$ cat config.mk
export PLATFORM = sky130hd
export DESIGN_NAME = rubik
export DESIGN_NICKNAME = d
export VERILOG_FILES = /design/src/rtl/rubik_pkg.sv /design/src/rtl/rubik_regfile.sv /design/src/rtl/rubik_seq_gen.sv /design/src/rtl/rubik_rd_buf.sv /design/src/rtl/rubik_rf_core.sv /design/src/rtl/rubik_wr_req.sv /design/src/rtl/rubik.sv
export SDC_FILE = /design/constraint.sdc
export NUM_CORES = 1
export LEC_CHECK = 0
export ABC_AREA = 1
export BUFFER_PORTS_ARGS = -buffer_cell sky130_fd_sc_hd__buf_2
export CORE_MARGIN = 2
export CORE_UTILIZATION = 65
export DETAILED_ROUTE_END_ITERATION = 16
export HOLD_SLACK_MARGIN = 0.1
export PLACE_DENSITY_LB_ADDON = 0.1
export SETUP_SLACK_MARGIN = 0.5
export SKIP_CTS_REPAIR_TIMING = 1
export SYNTH_ARGS = -nofsm -noshare
export SYNTH_HDL_FRONTEND = slang
export SYNTH_SLANG_ARGS = --single-unit
$ cat constraint.sdc
create_clock -name core_clk -period 10.82 [get_ports core_clk]
set_input_delay 2.164 -clock core_clk [delete_from_list [all_inputs] [get_ports core_clk]]
set_output_delay 2.164 -clock core_clk [all_outputs]
set_load 0.05 [all_outputs]
$ cat src/rtl/rubik_pkg.sv
// ============================
// shared widths, data types, register map
// and buffer depth for the reshape engine
// ============================
`default_nettype none

package rubik_pkg;

  // ============================
  // data and address types
  // ============================
  typedef logic [31:0] addr_t;      // word address
  typedef logic [31:0] word_t;      // one beat, four byte lanes
  typedef logic [2:0]  reg_addr_t;  // register index
  typedef logic [31:0] reg_data_t;  // register payload
  typedef logic [15:0] blk_cnt_t;   // number of blocks
  typedef logic [3:0]  credit_t;    // reads in flight, 0..8

  // block shape is square
  localparam int LANES = 4;         // bytes per beat and beats per block

  // response fifo depth doubles as credit limit
  localparam int RD_BUF_DEPTH = 8;

  // ============================
  // register map
  // ============================
  localparam reg_addr_t REG_OP_EN        = 3'd0;  // start and busy bit
  localparam reg_addr_t REG_SRC_BASE     = 3'd1;  // first source word
  localparam reg_addr_t REG_DST_BASE     = 3'd2;  // plane 0 base
  localparam reg_addr_t REG_PLANE_STRIDE = 3'd3;  // distance between planes
  localparam reg_addr_t REG_NUM_BLOCKS   = 3'd4;  // blocks per op

endpackage

`default_nettype wire

$ cat src/rtl/rubik_regfile.sv
// ============================
// config registers, op enable level
// and done interrupt
// ============================
`timescale 1ns/1ps
`default_nettype none

module rubik_regfile (
  input  wire                       core_clk,
  input  wire                       rst_n,
  input  wire                       reg_wr_en,     // single cycle write
  input  wire                       reg_rd_en,     // single cycle read
  input  wire rubik_pkg::reg_addr_t reg_addr,
  input  wire rubik_pkg::reg_data_t reg_wdata,
  input  wire                       op_done,       // last completion
  output rubik_pkg::reg_data_t      reg_rdata,
  output logic                      reg_rd_valid,
  output logic                      op_start,      // one cycle start
  output rubik_pkg::addr_t          src_base,
  output rubik_pkg::addr_t          dst_base,
  output rubik_pkg::addr_t          plane_stride,
  output rubik_pkg::blk_cnt_t       num_blocks,
  output logic                      done_intr
);
  import rubik_pkg::*;

  logic      op_en;         // busy level, self clearing
  reg_data_t num_blocks_q;  // whole word kept for readback
  reg_data_t rd_mux;

  // start only from idle
  assign op_start   = reg_wr_en && (reg_addr == REG_OP_EN) && reg_wdata[0] && !op_en;
  assign num_blocks = num_blocks_q[$bits(blk_cnt_t)-1:0];  // low half drives engine

  // ============================
  // writes and op enable
  // ============================
  always_ff @(posedge core_clk) begin
    if (!rst_n) begin
      op_en        <= 1'b0;
      src_base     <= '0;
      dst_base     <= '0;
      plane_stride <= '0;
      num_blocks_q <= '0;
      done_intr    <= 1'b0;
      reg_rd_valid <= 1'b0;
    end else begin
      if (op_start) begin
        op_en <= 1'b1;
      end else if (op_done) begin
        op_en <= 1'b0;                    // cleared with the interrupt
      end
      if (reg_wr_en) begin
        case (reg_addr)
          REG_SRC_BASE:     src_base     <= reg_wdata;
          REG_DST_BASE:     dst_base     <= reg_wdata;
          REG_PLANE_STRIDE: plane_stride <= reg_wdata;
          REG_NUM_BLOCKS:   num_blocks_q <= reg_wdata;
          default: ;                      // op enable handled above
        endcase
      end
      done_intr    <= op_done;            // one cycle behind op_done
      reg_rd_valid <= reg_rd_en;
    end
  end

  // read decode
  always_comb begin
    case (reg_addr)
      REG_OP_EN:        rd_mux = reg_data_t'(op_en);
      REG_SRC_BASE:     rd_mux = src_base;
      REG_DST_BASE:     rd_mux = dst_base;
      REG_PLANE_STRIDE: rd_mux = plane_stride;
      REG_NUM_BLOCKS:   rd_mux = num_blocks_q;
      default:          rd_mux = '0;      // unmapped reads zero
    endcase
  end

  always_ff @(posedge core_clk) begin
    if (reg_rd_en) begin
      reg_rdata <= rd_mux;
    end
  end

endmodule

`default_nettype wire

$ cat src/rtl/rubik_seq_gen.sv
// ============================
// read request sequencer with credit limit
// ============================
`timescale 1ns/1ps
`default_nettype none

module rubik_seq_gen (
  input  wire                      core_clk,
  input  wire                      rst_n,
  input  wire                      op_start,
  input  wire rubik_pkg::addr_t    src_base,
  input  wire rubik_pkg::blk_cnt_t num_blocks,
  input  wire                      rd_req_ready,
  input  wire                      credit_return,  // one per fifo pop
  output logic                     rd_req_valid,
  output rubik_pkg::addr_t         rd_req_addr
);
  import rubik_pkg::*;

  typedef enum logic {IDLE, RUN} seq_state_t;

  seq_state_t                  state;
  logic [$bits(blk_cnt_t)+1:0] reads_left;     // incl. the pending one
  logic [$bits(blk_cnt_t)+1:0] left_nxt;
  credit_t                     credits_used;   // accepted, not yet popped
  credit_t                     credits_nxt;
  logic                        rd_fire;
  logic                        credit_ok;

  assign rd_fire   = rd_req_valid && rd_req_ready;
  assign left_nxt  = rd_fire ? reads_left - 1'b1 : reads_left;
  assign credit_ok = credits_nxt < credit_t'(RD_BUF_DEPTH);  // room for one more

  always_comb begin
    credits_nxt = credits_used;
    if (rd_fire) begin
      credits_nxt = credits_nxt + 1'b1;
    end
    if (credit_return) begin
      credits_nxt = credits_nxt - 1'b1;
    end
  end

  always_ff @(posedge core_clk) begin
    if (!rst_n) begin
      state        <= IDLE;
      rd_req_valid <= 1'b0;
      rd_req_addr  <= '0;
      reads_left   <= '0;
      credits_used <= '0;
    end else begin
      credits_used <= credits_nxt;
      case (state)
        IDLE: begin
          if (op_start && (num_blocks != '0)) begin
            state        <= RUN;
            rd_req_addr  <= src_base;
            reads_left   <= {num_blocks, 2'b00};  // four beats per block
            rd_req_valid <= credit_ok;
          end
        end
        RUN: begin
          reads_left <= left_nxt;
          if (rd_fire) begin
            rd_req_addr <= rd_req_addr + 1'b1;    // next source word
          end
          if (!rd_req_valid || rd_fire) begin
            rd_req_valid <= (left_nxt != '0) && credit_ok;  // hold while pending
          end
          if (left_nxt == '0) begin
            state <= IDLE;
          end
        end
        default: state <= IDLE;
      endcase
    end
  end

endmodule

`default_nettype wire

$ cat src/rtl/rubik_rd_buf.sv
// ============================
// read response fifo, returns credits
// ============================
`timescale 1ns/1ps
`default_nettype none

module rubik_rd_buf (
  input  wire                   core_clk,
  input  wire                   rst_n,
  input  wire                   rd_rsp_valid,   // no ready, credits cover space
  input  wire rubik_pkg::word_t rd_rsp_data,
  input  wire                   beat_ready,
  output logic                  beat_valid,
  output rubik_pkg::word_t      beat_data,
  output logic                  credit_return   // pulse per pop
);
  import rubik_pkg::*;

  word_t                           mem [RD_BUF_DEPTH];
  logic [$clog2(RD_BUF_DEPTH)-1:0] wr_ptr;   // wraps at depth
  logic [$clog2(RD_BUF_DEPTH)-1:0] rd_ptr;
  credit_t                         count;    // entries held
  logic                            push;
  logic                            pop;

  assign push          = rd_rsp_valid;
  assign pop           = beat_valid && beat_ready;
  assign beat_valid    = (count != '0);      // registered count, next cycle visible
  assign beat_data     = mem[rd_ptr];
  assign credit_return = pop;

  // ============================
  // pointers and occupancy
  // ============================
  always_ff @(posedge core_clk) begin
    if (!rst_n) begin
      wr_ptr <= '0;
      rd_ptr <= '0;
      count  <= '0;
    end else begin
      if (push) begin
        wr_ptr <= wr_ptr + 1'b1;
      end
      if (pop) begin
        rd_ptr <= rd_ptr + 1'b1;
      end
      case ({push, pop})
        2'b10:   count <= count + 1'b1;
        2'b01:   count <= count - 1'b1;
        default: count <= count;         // both or neither
      endcase
    end
  end

  // storage
  always_ff @(posedge core_clk) begin
    if (push) begin
      mem[wr_ptr] <= rd_rsp_data;
    end
  end

endmodule

`default_nettype wire

$ cat src/rtl/rubik_rf_core.sv
// ============================
// four beat block buffer, byte transpose
// ============================
`timescale 1ns/1ps
`default_nettype none

module rubik_rf_core (
  input  wire                   core_clk,
  input  wire                   rst_n,
  input  wire                   beat_valid,
  input  wire rubik_pkg::word_t beat_data,
  input  wire                   plane_ready,
  output logic                  beat_ready,
  output logic                  plane_valid,
  output rubik_pkg::word_t      plane_data
);
  import rubik_pkg::*;

  typedef enum logic {FILL, DRAIN} rf_state_t;

  rf_state_t                 state;
  logic [$clog2(LANES)-1:0]  idx;               // beat in fill, plane in drain
  logic [LANES-1:0][7:0]     blk_q [LANES];     // [source beat][byte lane]
  logic                      beat_fire;
  logic                      plane_fire;
  logic                      idx_last;

  assign beat_ready  = (state == FILL);
  assign plane_valid = (state == DRAIN);
  assign beat_fire   = beat_valid && beat_ready;
  assign plane_fire  = plane_valid && plane_ready;
  assign idx_last    = (int'(idx) == LANES - 1);

  // plane p takes byte p of every beat, beat k into lane k
  always_comb begin
    for (int k = 0; k < LANES; k++) begin
      plane_data[8*k +: 8] = blk_q[k][idx];
    end
  end

  // ============================
  // fill / drain control
  // ============================
  always_ff @(posedge core_clk) begin
    if (!rst_n) begin
      state <= FILL;
      idx   <= '0;
    end else begin
      case (state)
        FILL: begin
          if (beat_fire) begin
            idx <= idx + 1'b1;           // wraps to 0 on last beat
            if (idx_last) begin
              state <= DRAIN;
            end
          end
        end
        DRAIN: begin
          if (plane_fire) begin
            idx <= idx + 1'b1;
            if (idx_last) begin
              state <= FILL;             // next block may wait in fifo
            end
          end
        end
        default: state <= FILL;
      endcase
    end
  end

  // block storage
  always_ff @(posedge core_clk) begin
    if (beat_fire) begin
      blk_q[idx] <= beat_data;
    end
  end

endmodule

`default_nettype wire

$ cat src/rtl/rubik_wr_req.sv
// ============================
// write address generation, write request stage
// and completion counting
// ============================
`timescale 1ns/1ps
`default_nettype none

module rubik_wr_req (
  input  wire                      core_clk,
  input  wire                      rst_n,
  input  wire                      op_start,
  input  wire rubik_pkg::addr_t    dst_base,
  input  wire rubik_pkg::addr_t    plane_stride,
  input  wire rubik_pkg::blk_cnt_t num_blocks,
  input  wire                      plane_valid,
  input  wire rubik_pkg::word_t    plane_data,
  input  wire                      wr_req_ready,
  input  wire                      wr_rsp_complete,  // one per accepted write
  output logic                     plane_ready,
  output logic                     wr_req_valid,
  output rubik_pkg::addr_t         wr_req_addr,
  output rubik_pkg::word_t         wr_req_data,
  output logic                     op_done
);
  import rubik_pkg::*;

  logic [$clog2(LANES)-1:0]    plane_idx;   // output surface
  blk_cnt_t                    blk_idx;     // word within surface
  logic [$bits(blk_cnt_t)+1:0] cmpl_cnt;    // completions so far
  logic                        plane_fire;
  logic                        wr_fire;

  assign wr_fire     = wr_req_valid && wr_req_ready;
  assign plane_ready = !wr_req_valid || wr_req_ready;   // stage empty or leaving
  assign plane_fire  = plane_valid && plane_ready;

  // combinational on the final completion
  assign op_done = wr_rsp_complete && ((cmpl_cnt + 1'b1) == {num_blocks, 2'b00});

  // ============================
  // counters and request valid
  // ============================
  always_ff @(posedge core_clk) begin
    if (!rst_n) begin
      plane_idx    <= '0;
      blk_idx      <= '0;
      cmpl_cnt     <= '0;
      wr_req_valid <= 1'b0;
    end else begin
      if (op_start) begin
        plane_idx <= '0;
        blk_idx   <= '0;
        cmpl_cnt  <= '0;
      end else begin
        if (plane_fire) begin
          plane_idx <= plane_idx + 1'b1;
          if (int'(plane_idx) == LANES - 1) begin
            blk_idx <= blk_idx + 1'b1;     // all planes of block sent
          end
        end
        if (wr_rsp_complete) begin
          cmpl_cnt <= cmpl_cnt + 1'b1;
        end
      end
      if (plane_fire) begin
        wr_req_valid <= 1'b1;
      end else if (wr_fire) begin
        wr_req_valid <= 1'b0;
      end
    end
  end

  // payload, base + plane * stride + block
  always_ff @(posedge core_clk) begin
    if (plane_fire) begin
      wr_req_data <= plane_data;
      wr_req_addr <= dst_base + plane_stride * addr_t'(plane_idx) + addr_t'(blk_idx);
    end
  end

endmodule

`default_nettype wire

$ cat src/rtl/rubik.sv
// ============================
// reshape engine top, regfile plus
// read, buffer and write datapath
// ============================
`timescale 1ns/1ps
`default_nettype none

module rubik (
  input  wire                       core_clk,
  input  wire                       rst_n,
  // register port
  input  wire                       reg_wr_en,
  input  wire                       reg_rd_en,
  input  wire rubik_pkg::reg_addr_t reg_addr,
  input  wire rubik_pkg::reg_data_t reg_wdata,
  output wire rubik_pkg::reg_data_t reg_rdata,
  output wire                       reg_rd_valid,
  // memory read
  output wire                       rd_req_valid,
  input  wire                       rd_req_ready,
  output wire rubik_pkg::addr_t     rd_req_addr,
  input  wire                       rd_rsp_valid,
  input  wire rubik_pkg::word_t     rd_rsp_data,
  // memory write
  output wire                       wr_req_valid,
  input  wire                       wr_req_ready,
  output wire rubik_pkg::addr_t     wr_req_addr,
  output wire rubik_pkg::word_t     wr_req_data,
  input  wire                       wr_rsp_complete,
  output wire                       done_intr
);
  import rubik_pkg::*;

  // ============================
  // internal links
  // ============================
  wire           op_start;       // regfile to seq gen and write path
  wire           op_done;        // write path to regfile
  wire addr_t    src_base;
  wire addr_t    dst_base;
  wire addr_t    plane_stride;
  wire blk_cnt_t num_blocks;
  wire           credit_return;  // fifo pop back to seq gen
  wire           beat_valid;     // fifo to block buffer
  wire           beat_ready;
  wire word_t    beat_data;
  wire           plane_valid;    // block buffer to write path
  wire           plane_ready;
  wire word_t    plane_data;

  // config and interrupt
  rubik_regfile u_regfile (.*);

  // read side
  rubik_seq_gen u_seq_gen (.*);
  rubik_rd_buf  u_rd_buf  (.*);

  // reorder
  rubik_rf_core u_rf_core (.*);

  // write side
  rubik_wr_req  u_wr_req  (.*);

endmodule

`default_nettype wire

After elaboration in Yosys (flattened, before gate mapping)
Memory sizes are Yosys's and may differ from the RTL's. A register that Yosys moved wholly into a read port is not among the register bits.
Index checks and enable logic that the tools add are counted.
- bitwise gates (word level): 3
- reduce and logical (&&, ||, !) cells: 32
- mux-type cells: 42
- add/subtract/negate cells: 14
- multipliers: 1
- eq/ne operators: 14
- $lt $le $gt $ge: 2
- operators with widths (cell ; count):
    $pmux 32 s5 ; 1
    $bmux 8 s2 ; 4
    $mux 32 ; 2
    $pmux 32 s2 ; 1
    $mux 18 ; 2
    $pmux 18 s2 ; 1
    $add 32x1->32 const B ; 1
    $add 32x16->32 ; 1
    $add 32x32->32 ; 1
    $mul 32x2->32 ; 1
    $mux 8 ; 4
    $add 18x1->18 const B ; 1
    $eq 18x18->1 ; 1
    $logic_not 18->1 ; 1
    $reduce_bool 18->1 ; 1
    $sub 18x1->18 const B ; 1
    $add 16x1->16 const B ; 1
    $mux 1 ; 16
    $reduce_and 2->1 ; 8
    $reduce_bool 16->1 ; 1
    $logic_and 1x1->1 ; 10
    $add 4x1->4 const B ; 2
    $mux 4 ; 2
    $ne 2x2->1 const B ; 4
    other kinds (23) ; 40
- memories kept: 2
- bits in writable memories: 384
- input port bits: 75
- bits in registers: 333
- memory list (name ; depth ; width ; read ports ; clocked after memory_dff ; wr ports ; RTL line ; source):
    u_rd_buf.mem ; 8 ; 32 ; 1 ; 1 ; 1 ; rubik_rd_buf.sv:19 ; word_t mem [RD_BUF_DEPTH];
    u_rf_core.blk_q ; 4 ; 32 ; 4 ; 0 ; 1 ; rubik_rf_core.sv:23 ; logic [LANES-1:0][7:0] blk_q [LANES];

Logic depth before layout (Yosys ltp)
Gate-level depths: netlist of run 1.
- depth after elaboration: 8
- depth in mapped cells: 22
- mapped depth without buffers: 20

Modules after synthesis
A second synthesis of run 1 with hierarchy kept.
- cell total of the unflattened synthesis: 3847
- area, all modules: 35103.7 um^2
- by module, submodules not included (module ; instances ; cells an instance ; area an instance (um^2)):
    rubik_rd_buf ; 1 ; 808 ; 10602.7
    rubik_wr_req ; 1 ; 976 ; 7846.3
    rubik_regfile ; 1 ; 1000 ; 7347.0
    rubik_rf_core ; 1 ; 404 ; 5228.8
    rubik_seq_gen ; 1 ; 659 ; 4078.9

Worst setup path after synthesis of run 1
Ideal clock, no wire load.
- kind: input to register
- start point: input port rd_rsp_valid
- end point: memory u_rd_buf.mem[0][0] (netlist name) (enable)
- stages: 3
- arrival: 3.902 ns
- path buffers: 0
- library setup time: 0.421 ns
- slack: 6.497 ns
- data required time: 10.399 ns
- cells stage by stage: inv_1 or2_2 nor2_1
- word-level cells in the longest chain between the ends: 2
- RTL lines (element ; RTL line ; source):
    start, declared ; rubik.sv:22 ; input wire rd_rsp_valid,
    $mux 1 ; rubik_rd_buf.sv:57 ; if (push) begin
    $mux 1 (not written as such) ; rubik_rd_buf.sv:58 ; mem[wr_ptr] <= rd_rsp_data;
    end, declared ; rubik_rd_buf.sv:19 ;
No other way between the ends.

Worst setup path after layout of run 1
- start point: register u_wr_req.plane_idx[1]
- end point: register u_wr_req.wr_req_addr[25], data pin
- word-level cells in the longest chain between the ends: 3
- RTL lines (element ; RTL line ; source):
    start, declared ; rubik_wr_req.sv:27 ; logic [$clog2(LANES)-1:0] plane_idx;
    start signal, assigned ; rubik_wr_req.sv:56 ; plane_idx <= plane_idx + 1'b1;
    $mul 32x2->32 ; rubik_wr_req.sv:77 ; wr_req_addr <= dst_base + plane_stride * addr_t'(plane_idx) + addr_t'(blk_idx);
    $add 32x32->32 ; rubik_wr_req.sv:77 ;
    $add 32x16->32 ; rubik_wr_req.sv:77 ;
    end signal, assigned ; rubik_wr_req.sv:77 ;
    end, declared ; rubik_wr_req.sv:21 ; output rubik_pkg::addr_t wr_req_addr,
No other way between the ends.
A chain may end at the register's enable or synchronous reset.

==> results of run 1 <==
[sequential cells by signal (all words and copies together) (netlist names), 2 cells and up, named ones only]
signal / count
u_rd_buf.mem: 256
u_wr_req.plane_idx: 2
u_regfile.num_blocks_q: 32
u_wr_req.wr_req_addr: 32
u_regfile.src_base: 32
u_wr_req.cmpl_cnt: 18
u_rf_core.blk_q: 128
u_rd_buf.rd_ptr: 3
u_rf_core.idx: 2
u_regfile.plane_stride: 32
u_rd_buf.count: 4
u_seq_gen.reads_left: 18
u_wr_req.wr_req_data: 32
u_wr_req.blk_idx: 16
u_seq_gen.rd_req_addr: 32
u_rd_buf.wr_ptr: 3
u_regfile.reg_rdata: 32
u_seq_gen.credits_used: 4
u_regfile.dst_base: 32
[tightest hold or removal path, cell delays in order (launching register included)]
cell and delay (ns):
dfxtp_1 0.30, inv_1 0.06, a21oi_1 0.05
[power groups by stage]
stage | clock (W) | combinational [W] | sequential, W
2_1_floorplan | 0 | 0.000951 | 0.00361
3_3_place_gp | 0 | 0.00153 | 0.00354
3_5_place_dp | 0 | 0.00158 | 0.00355
4_1_cts | 0.00251 | 0.00160 | 0.00349
5_1_grt | 0.00263 | 0.00175 | 0.00351
6_report | 0.00249 | 0.00159 | 0.00349
[synthesized netlist by cell type, types with 16 or more instances]
| cell type | number | share of area (%) |
|---|---|---|
| nor2_1 | 550 | 6.3 |
| edfxtp_1 | 480 | 44 |
| nand2_1 | 401 | 4.6 |
| o21ai_0 | 393 | 6.0 |
| inv_1 | 349 | 4.0 |
| dfxtp_1 | 240 | 15 |
| a21oi_1 | 189 | 2.9 |
| clkbuf_1 | 130 | 1.5 |
| o22ai_1 | 105 | 2.0 |
| nand3_1 | 80 | 1.2 |
| ha_1 | 64 | 2.4 |
| a31oi_1 | 48 | 0.92 |
| fa_1 | 47 | 2.9 |
| xor2_1 | 42 | 1.1 |
| a221o_1 | 31 | 0.95 |
| o21ai_1 | 27 | 0.41 |
| nand4_1 | 25 | 0.48 |
| nor3_1 | 24 | 0.37 |
| xnor2_1 | 16 | 0.43 |
[layer usage]
metal  vias up  part of all wire, %  GRT usage, %
li1      11884                    -             -
met1     12166                   38          40.7
met2      1220                   50          58.1
met3       225                  8.2          6.16
met4         8                  4.4          15.0
met5         -                0.065             0
[cells by family (layout without fill, tap and decap cells)]
family / count (synthesis) / after routing / share of synthesized area [%]
buffers and inverters: 521 / 742 / 6.05
and+or+nand+nor: 1137 / 1137 / 14.3
other: 0 / 5 / 0
xor gates and xnor gates: 58 / 58 / 1.55
DFF: 720 / 720 / 58.7
AOI/OAI and AO/OA: 830 / 830 / 14.1
adders and majority gates: 111 / 111 / 5.32
[area by class of cell]
type	instances	area, um^2
antenna	5	12.5
clock buffer	98	2020
clock inverter	33	338
fill	3551	13200
inverter	367	1380
multi-input combinational	2136	11600
sequential	720	19200
tap	672	841
timing repair buffer	244	1320
[path summary, 6_finish.rpt]
path	start	cells past startpoint	end	slack, ns
max	u_wr_req.plane_idx[1]$_SDFFE_PP0P_	18	u_wr_req.wr_req_addr[25]$_DFFE_PP_	6.57
max reg2reg	u_wr_req.plane_idx[1]$_SDFFE_PP0P_	18	u_wr_req.wr_req_addr[25]$_DFFE_PP_	6.57
min	u_regfile.num_blocks_q[29]$_SDFFE_PN0P_	2	u_regfile.num_blocks_q[29]$_SDFFE_PN0P_	0.45
min reg2reg	u_regfile.num_blocks_q[29]$_SDFFE_PN0P_	2	u_regfile.num_blocks_q[29]$_SDFFE_PN0P_	0.45
[per-stage QoR]
stage	hold slack [ns]	worst slack, ns	total power, W	instances	instance area [um^2]
2_1_floorplan	0.430	6.50	0.00457	3377	32700
3_3_place_gp	0.440	6.26	0.00507	4139	34400
3_5_place_dp	0.444	6.18	0.00513	4139	34400
4_1_cts	0.454	6.58	0.00760	4270	36700
5_1_grt	0.472	6.19	0.00789	4271	36700
6_report	0.454	6.57	0.00758	4275	36800
==> qor.txt, run 1 <==
# rows - 82
RSZ-0062 raised after global routing - false
Switch share - 31.2%
Via count - 25503
Fin crit share - 39.3%
Commonest non-fill, non-tap cell in the layout - nor2_1
Gate power share - 21.0%
GPL Wtd Cong - 0.949
Slew @ Worst Pin - 1.30 ns
Sequential area share after synthesis - 58.7%
Buf/Inv on CP - 3
CTS tree - built
Clock share of power - 32.9%
Final setup viols - 0
Peak VDD IR - 227 uV
Clock skew - 0.0162 ns
CP max stage delay - 0.66 ns
Die ar. - 0.0522 mm^2
Worst path arrival time - 4.62 ns
Syn Area/Cell - 9.69 um^2
Global-route usage over all layers - 33.4%
Clk buf depth - 3
Pre-Repair DR Iteration Count - 6
Vias in the first global route - 24629
Critical path's slowest cell - dfxtp_1
Worst setup SP type - flop
Clk root buf - clkbuf_16
Switching Power - 0.00237 W
Slew Viols, Final - 0
Most frequent cells in the layout - 538 x nor2_1, 480 x edfxtp_1, 401 x nand2_1
Hpwl dp - 58100 um
P&R area growth vs syn - 12.3%
Initial Utilization - 65.5%
Core ar. - 0.0500 mm^2
Tmin final - 4.25 ns
Final Core Density - 73.6%
Ys flop type - edfxtp_1
Async set-reset flop share out of synthesis - 0%
Vias per inst - 5.97
First-pass GRT wire length - 135000 um
Post-synth net total - 3563
H-tree level count - 3
Post-synth cell types - 53
Die height - 228 um
Num ports - 207
Clock Sinks - 720
DRT iter0 DRCs - 2947
Hold Violations, Final - 0
TNS Setup - 0 ns
Max_cap viols - 0
Worst skew pair latency - 0.62 ns
DRC - 0
Static leakage - 14.4 nW
Worst rel slew slack - 13.4%
Proportion of layout cells with a drive suffix above 1 - 11.7%
Crit path cell chain - buf_4, nand2_1, fa_1, fa_1, inv_1, ha_1, inv_1, fa_1, o21ai_1, nand2_1, nand3_1, nand2_1, nand2_1, a21boi_1, o21ai_1, nand2_1, nand3_1, nand2_1
EDFF count, synth - 480
Initial antenna violation count - 10
WL/cell - 20.5 um
Min-delay worst type - flop to flop
Pint - 0.00521 W
Critical Path RT - 11.19 ns
F_max - 235 MHz
YS warnings - 0
Largest net degree at the start of global routing - 134
Syn Std Cell Area - 0.0327 mm^2
Clock-pin slew on the worst setup and hold paths - 0.07 ns
CP dominant cell by count - nand2_1
Nets - 3727
Post-DRT Antenna Nets - 0
CTS buffer count - 72
Yosys reg bits - 720
Worst Path Max Fanout - 19
Worst setup EP type - flop
Power Density - 206 mW/mm^2
Die X - 228 um
Flop pwr share - 46.1%
Cells after synthesis - 3377
Total wire length - 87500 um
Buffers added on ports - 206
Kind of critical path - flop to flop
Run status - complete, no violations
Critical path's top delay family - adder cells
Overflow left after global routing - 0
No activity file was read; power rests on OpenSTA's default activity.
==> run 2: changes to the inputs <==
--- a/config.mk
+++ b/config.mk
@@ -5,10 +5,10 @@
 export SDC_FILE = /design/constraint.sdc
 export NUM_CORES = 1
 export LEC_CHECK = 0
-export ABC_AREA = 1
+export ABC_AREA = 0
 export BUFFER_PORTS_ARGS = -buffer_cell sky130_fd_sc_hd__buf_2
 export CORE_MARGIN = 2
-export CORE_UTILIZATION = 65
+export CORE_UTILIZATION = 55
 export DETAILED_ROUTE_END_ITERATION = 16
 export HOLD_SLACK_MARGIN = 0.1
 export PLACE_DENSITY_LB_ADDON = 0.1
==> constraint.sdc (replaced) <==
create_clock -name core_clk -period 3.9 [get_ports core_clk]
set_input_delay 0.78 -clock core_clk [delete_from_list [all_inputs] [get_ports core_clk]]
set_output_delay 0.78 -clock core_clk [all_outputs]
set_load 0.05 [all_outputs]
==> run 2 against run 1 <==
The run now ends with setup timing left. Clock skew is 0.012 ns higher. Sequential cell count stayed put. Sequential power grew to 2.7 times the previous value. Area after synthesis is 2.6% lower. Die area is 15% higher. Worst hold slack worse by 0.031 ns. Core utilization is 9.2 points lower.
==> qor.txt, run 2 <==
Pint - 0.0147 W (was 0.00521 W)
Vias in the first global route - 20927 (was 24629)
CTS tree - built (unchanged)
First-pass GRT wire length - 120000 um (was 135000 um)
Num ports - 207 (unchanged)
Clock Sinks - 720 (unchanged)
F_max - 246 MHz (was 235 MHz)
CTS buffer count - 77 (was 72)
Clock skew - 0.0284 ns (was 0.0162 ns)
Post-Place Cells - 3462 (was 4139)
Nets - 2975 (was 3727)
Terminus of the critical flop-to-flop path - u_wr_req.wr_req_addr[31]$_DFFE_PP_ (was u_wr_req.wr_req_addr[25]$_DFFE_PP_)
R2R cell count - 15 (was 18)
DRT iter0 DRCs - 1628 (was 2947)
Worst setup SP type - flop (unchanged)
Cells after synthesis - 2562 (was 3377)
Failing checks - setup timing
Worst skew pair latency - 0.63 ns (was 0.62 ns)
Static leakage - 13.6 nW (was 14.4 nW)
Hold slack - 0.423 ns (was 0.454 ns)
Most frequent cells in the layout - 480 x edfxtp_1, 389 x nand2_1, 233 x dfxtp_1 (was 538 x nor2_1, 480 x edfxtp_1, 401 x nand2_1)
Synth top area cells - edfxtp_1 45%, dfxtp_1 15%, mux4_2 6.8% (was edfxtp_1 44%, dfxtp_1 15%, nor2_1 6.3%)
Syn Std Cell Area - 0.0319 mm^2 (was 0.0327 mm^2)
Syn Area/Cell - 12.4 um^2 (was 9.69 um^2)
Flop pwr share - 48.3% (was 46.1%)
Die height - 245 um (was 228 um)
Synth top area share - 45.2% (was 44.0%)
Buffers added on ports - 206 (unchanged)
Max_cap viols - 0 (unchanged)
Leading cell type by number of instances after synthesis - edfxtp_1 (was nor2_1)
CP dominant cell by count - fa_1 (was nand2_1)
Post-synth net total - 2748 (was 3563)
YS warnings - 0 (unchanged)
Commonest non-fill, non-tap cell in the layout - edfxtp_1 (was nor2_1)
Post-DRT Antenna Nets - 0 (unchanged)
R2r setup slk - -0.17 ns (was 6.57 ns)
Vias per inst - 5.85 (was 5.97)
EDFF count, synth - 480 (unchanged)
Fin crit share - 104% (was 39.3%)
Worst Path Max Fanout - 7 (was 19)
Stages on worst setup path - 15 (was 18)
Initial Utilization - 55.4% (was 65.5%)
Post-route design area - 0.0370 mm^2 (was 0.0368 mm^2)
Placed cell area - 0.0341 mm^2 (was 0.0344 mm^2)
Critical path's top delay family - adder cells (unchanged)
Synth top cells by count - 480 x edfxtp_1, 392 x nand2_1, 240 x dfxtp_1 (was 550 x nor2_1, 480 x edfxtp_1, 401 x nand2_1)
Min-delay worst type - primary input to flop (was flop to flop)
Peak VDD IR - 643 uV (was 227 uV)
Die X - 245 um (was 228 um)
Biggest register - u_rd_buf.mem (unchanged)
Setup crit start - u_wr_req.plane_idx[0]$_SDFFE_PP0P_ (was u_wr_req.plane_idx[1]$_SDFFE_PP0P_)
# rows - 88 (was 82)
Critical path's slowest cell - fa_1 (was dfxtp_1)
Largest regs - u_rd_buf.mem: 256 flops, u_rf_core.blk_q: 128 flops (unchanged)
H-tree level count - 3 (unchanged)
Worst setup EP type - flop (unchanged)
Pre-Repair DR Iteration Count - 5 (was 6)
Core ar. - 0.0575 mm^2 (was 0.0500 mm^2)
Switching Power - 0.00508 W (was 0.00237 W)
Clock-pin slew on the worst setup and hold paths - 0.06 ns (was 0.07 ns)
Post-route insts no fill - 3611 (was 4275)
Slew Viols, Final - 0 (unchanged)
Worst rel slew slack - 23.0% (was 13.4%)
Post-synth cell types - 72 (was 53)
Proportion of layout cells with a drive suffix above 1 - 21.8% (was 11.7%)
WL/cell - 22.0 um (was 20.5 um)
P&R area growth vs syn - 16.1% (was 12.3%)
Overflow left after global routing - 0 (unchanged)
Crit path capture - u_wr_req.wr_req_addr[31]$_DFFE_PP_ (was u_wr_req.wr_req_addr[25]$_DFFE_PP_)
Final setup viols - 5 (was 0)
Via count - 21107 (was 25503)
Critical R2R Launch - u_wr_req.plane_idx[0]$_SDFFE_PP0P_ (was u_wr_req.plane_idx[1]$_SDFFE_PP0P_)
CP max stage delay - 0.54 ns (was 0.66 ns)
Leading area contributor after synthesis - edfxtp_1 (unchanged)
Sequential area share after synthesis - 60.3% (was 58.7%)
Power Density - 534 mW/mm^2 (was 206 mW/mm^2)
Max reg flops - 256 (unchanged)
Clk root buf - clkbuf_16 (unchanged)
Largest net degree at the start of global routing - 74 (was 134)
Worst Setup Slack, final - -0.165 ns (was 6.57 ns)
Hold Violations, Final - 0 (unchanged)
Hpwl dp - 53300 um (was 58100 um)
RSZ-0062 raised after global routing - true (was false)
Clk buf depth - 3 (unchanged)
Slew @ Worst Pin - 1.15 ns (was 1.30 ns)
Clock share of power - 36.4% (was 32.9%)
Critical Path RT - 4.27 ns (was 11.19 ns)
Gate power share - 15.3% (was 21.0%)
Die ar. - 0.0599 mm^2 (was 0.0522 mm^2)
Initial antenna violation count - 5 (was 10)
Async set-reset flop share out of synthesis - 0% (unchanged)
Yosys reg bits - 720 (unchanged)
Worst path arrival time - 4.44 ns (was 4.62 ns)
Final Core Density - 64.4% (was 73.6%)
FILL cells - 4374 (was 3551)
Run status - finished, violations left (was complete, no violations)
Post-Place Worst Slack - -0.209 ns (was 6.18 ns)
Global-route usage over all layers - 26.1% (was 33.4%)
GPL Wtd Cong - 0.900 (was 0.949)
Tmin final - 4.07 ns (was 4.25 ns)
Buf/Inv on CP - 3 (unchanged)
DRC - 0 (unchanged)
Total wire length - 79300 um (was 87500 um)
Switch share - 25.7% (was 31.2%)
Crit path cell chain - buf_6, and2_1, fa_1, inv_1, fa_1, inv_2, ha_4, nand4_1, nor2_2, o31ai_4, a2111o_1, a31o_4, nor4_4, a2111oi_2, xnor2_1 (was buf_4, nand2_1, fa_1, fa_1, inv_1, ha_1, inv_1, fa_1, o21ai_1, nand2_1, nand3_1, nand2_1, nand2_1, a21boi_1, o21ai_1, nand2_1, nand3_1, nand2_1)
Kind of critical path - flop to flop (unchanged)
Ys flop type - edfxtp_1 (unchanged)
[run 2: worst register-to-register path: stages (launching register included)]
cell and delay (ns):
dfxtp_4 0.38, buf_6 0.14, and2_1 0.16, fa_1 0.47, inv_1 0.05, fa_1 0.54, inv_2 0.05, ha_4 0.28
nand4_1 0.21, nor2_2 0.22, o31ai_4 0.11, a2111o_1 0.51, a31o_4 0.28, nor4_4 0.19, a2111oi_2 0.09, xnor2_1 0.14
[run 2: how the worst min path moves through the flow]
stage,startpoint,slack (ns),cells past startpoint,to
after detailed placement,u_regfile.num_blocks_q[17]$_SDFFE_PN0P_,0.45,2,u_regfile.num_blocks_q[17]$_SDFFE_PN0P_
final,rd_rsp_data[4],0.42,1,u_rd_buf.mem[0][4]$_DFFE_PP_
after global routing,rd_rsp_data[20],0.42,1,u_rd_buf.mem[6][20]$_DFFE_PP_
after CTS,rd_rsp_data[11],0.41,1,u_rd_buf.mem[2][11]$_DFFE_PP_
after floorplan,u_regfile.num_blocks_q[16]$_SDFFE_PN0P_,0.44,2,u_regfile.num_blocks_q[16]$_SDFFE_PN0P_
after global placement,u_regfile.num_blocks_q[27]$_SDFFE_PN0P_,0.44,2,u_regfile.num_blocks_q[27]$_SDFFE_PN0P_
[run 2: layout make-up]
cell class	instances	area [um^2]	share of cell area (%)
Antenna cell	2	5.00	0.0135
Multi-Input combinational cell	1580	12100	32.7
Clock inverter	41	449	1.21
Tap cell	765	957	2.59
Inverter	116	440	1.19
Clock buffer	93	2040	5.51
Sequential cell	720	19200	52.0
Timing Repair Buffer	294	1760	4.77
[run 2: cell families after synthesis]
logic type,synth area share [%]
AO/OA/AOI/OAI,8.54
XOR/XNOR,2.80
adder cells (fa/ha/maj),5.47
buffers and inverters,3.10
flip-flops,60.3
multiplexers,8.86
AND/OR/NAND/NOR,10.9
[run 2: routing by layer]
metal | vias to the layer above | global-route usage (%) | share of wire, %
met5 | - | 0 | 0.039
met4 | 4 | 8.98 | 3.0
met3 | 136 | 3.95 | 5.8
met2 | 682 | 45.5 | 51
met1 | 10517 | 33.6 | 41
li1 | 9768 | - | -
[run 2: power by group through the flow]
stage               Clock [W]  Combinational [W]  Sequential, W
global route          0.00762            0.00328        0.00961
detailed placement          0            0.00307        0.00971
CTS                   0.00731            0.00308        0.00955
finish                0.00719            0.00303        0.00954
floorplan                   0            0.00216        0.00957
global placement            0            0.00299        0.00967
[run 2: metrics by stage]
step           power (W)  setup TNS, ns
3_5_place_dp      0.0128         -0.781
4_1_cts           0.0199         -0.804
6_report          0.0198         -0.606
3_3_place_gp      0.0127        -0.0848
2_1_floorplan     0.0117              0
5_1_grt           0.0205          -1.35
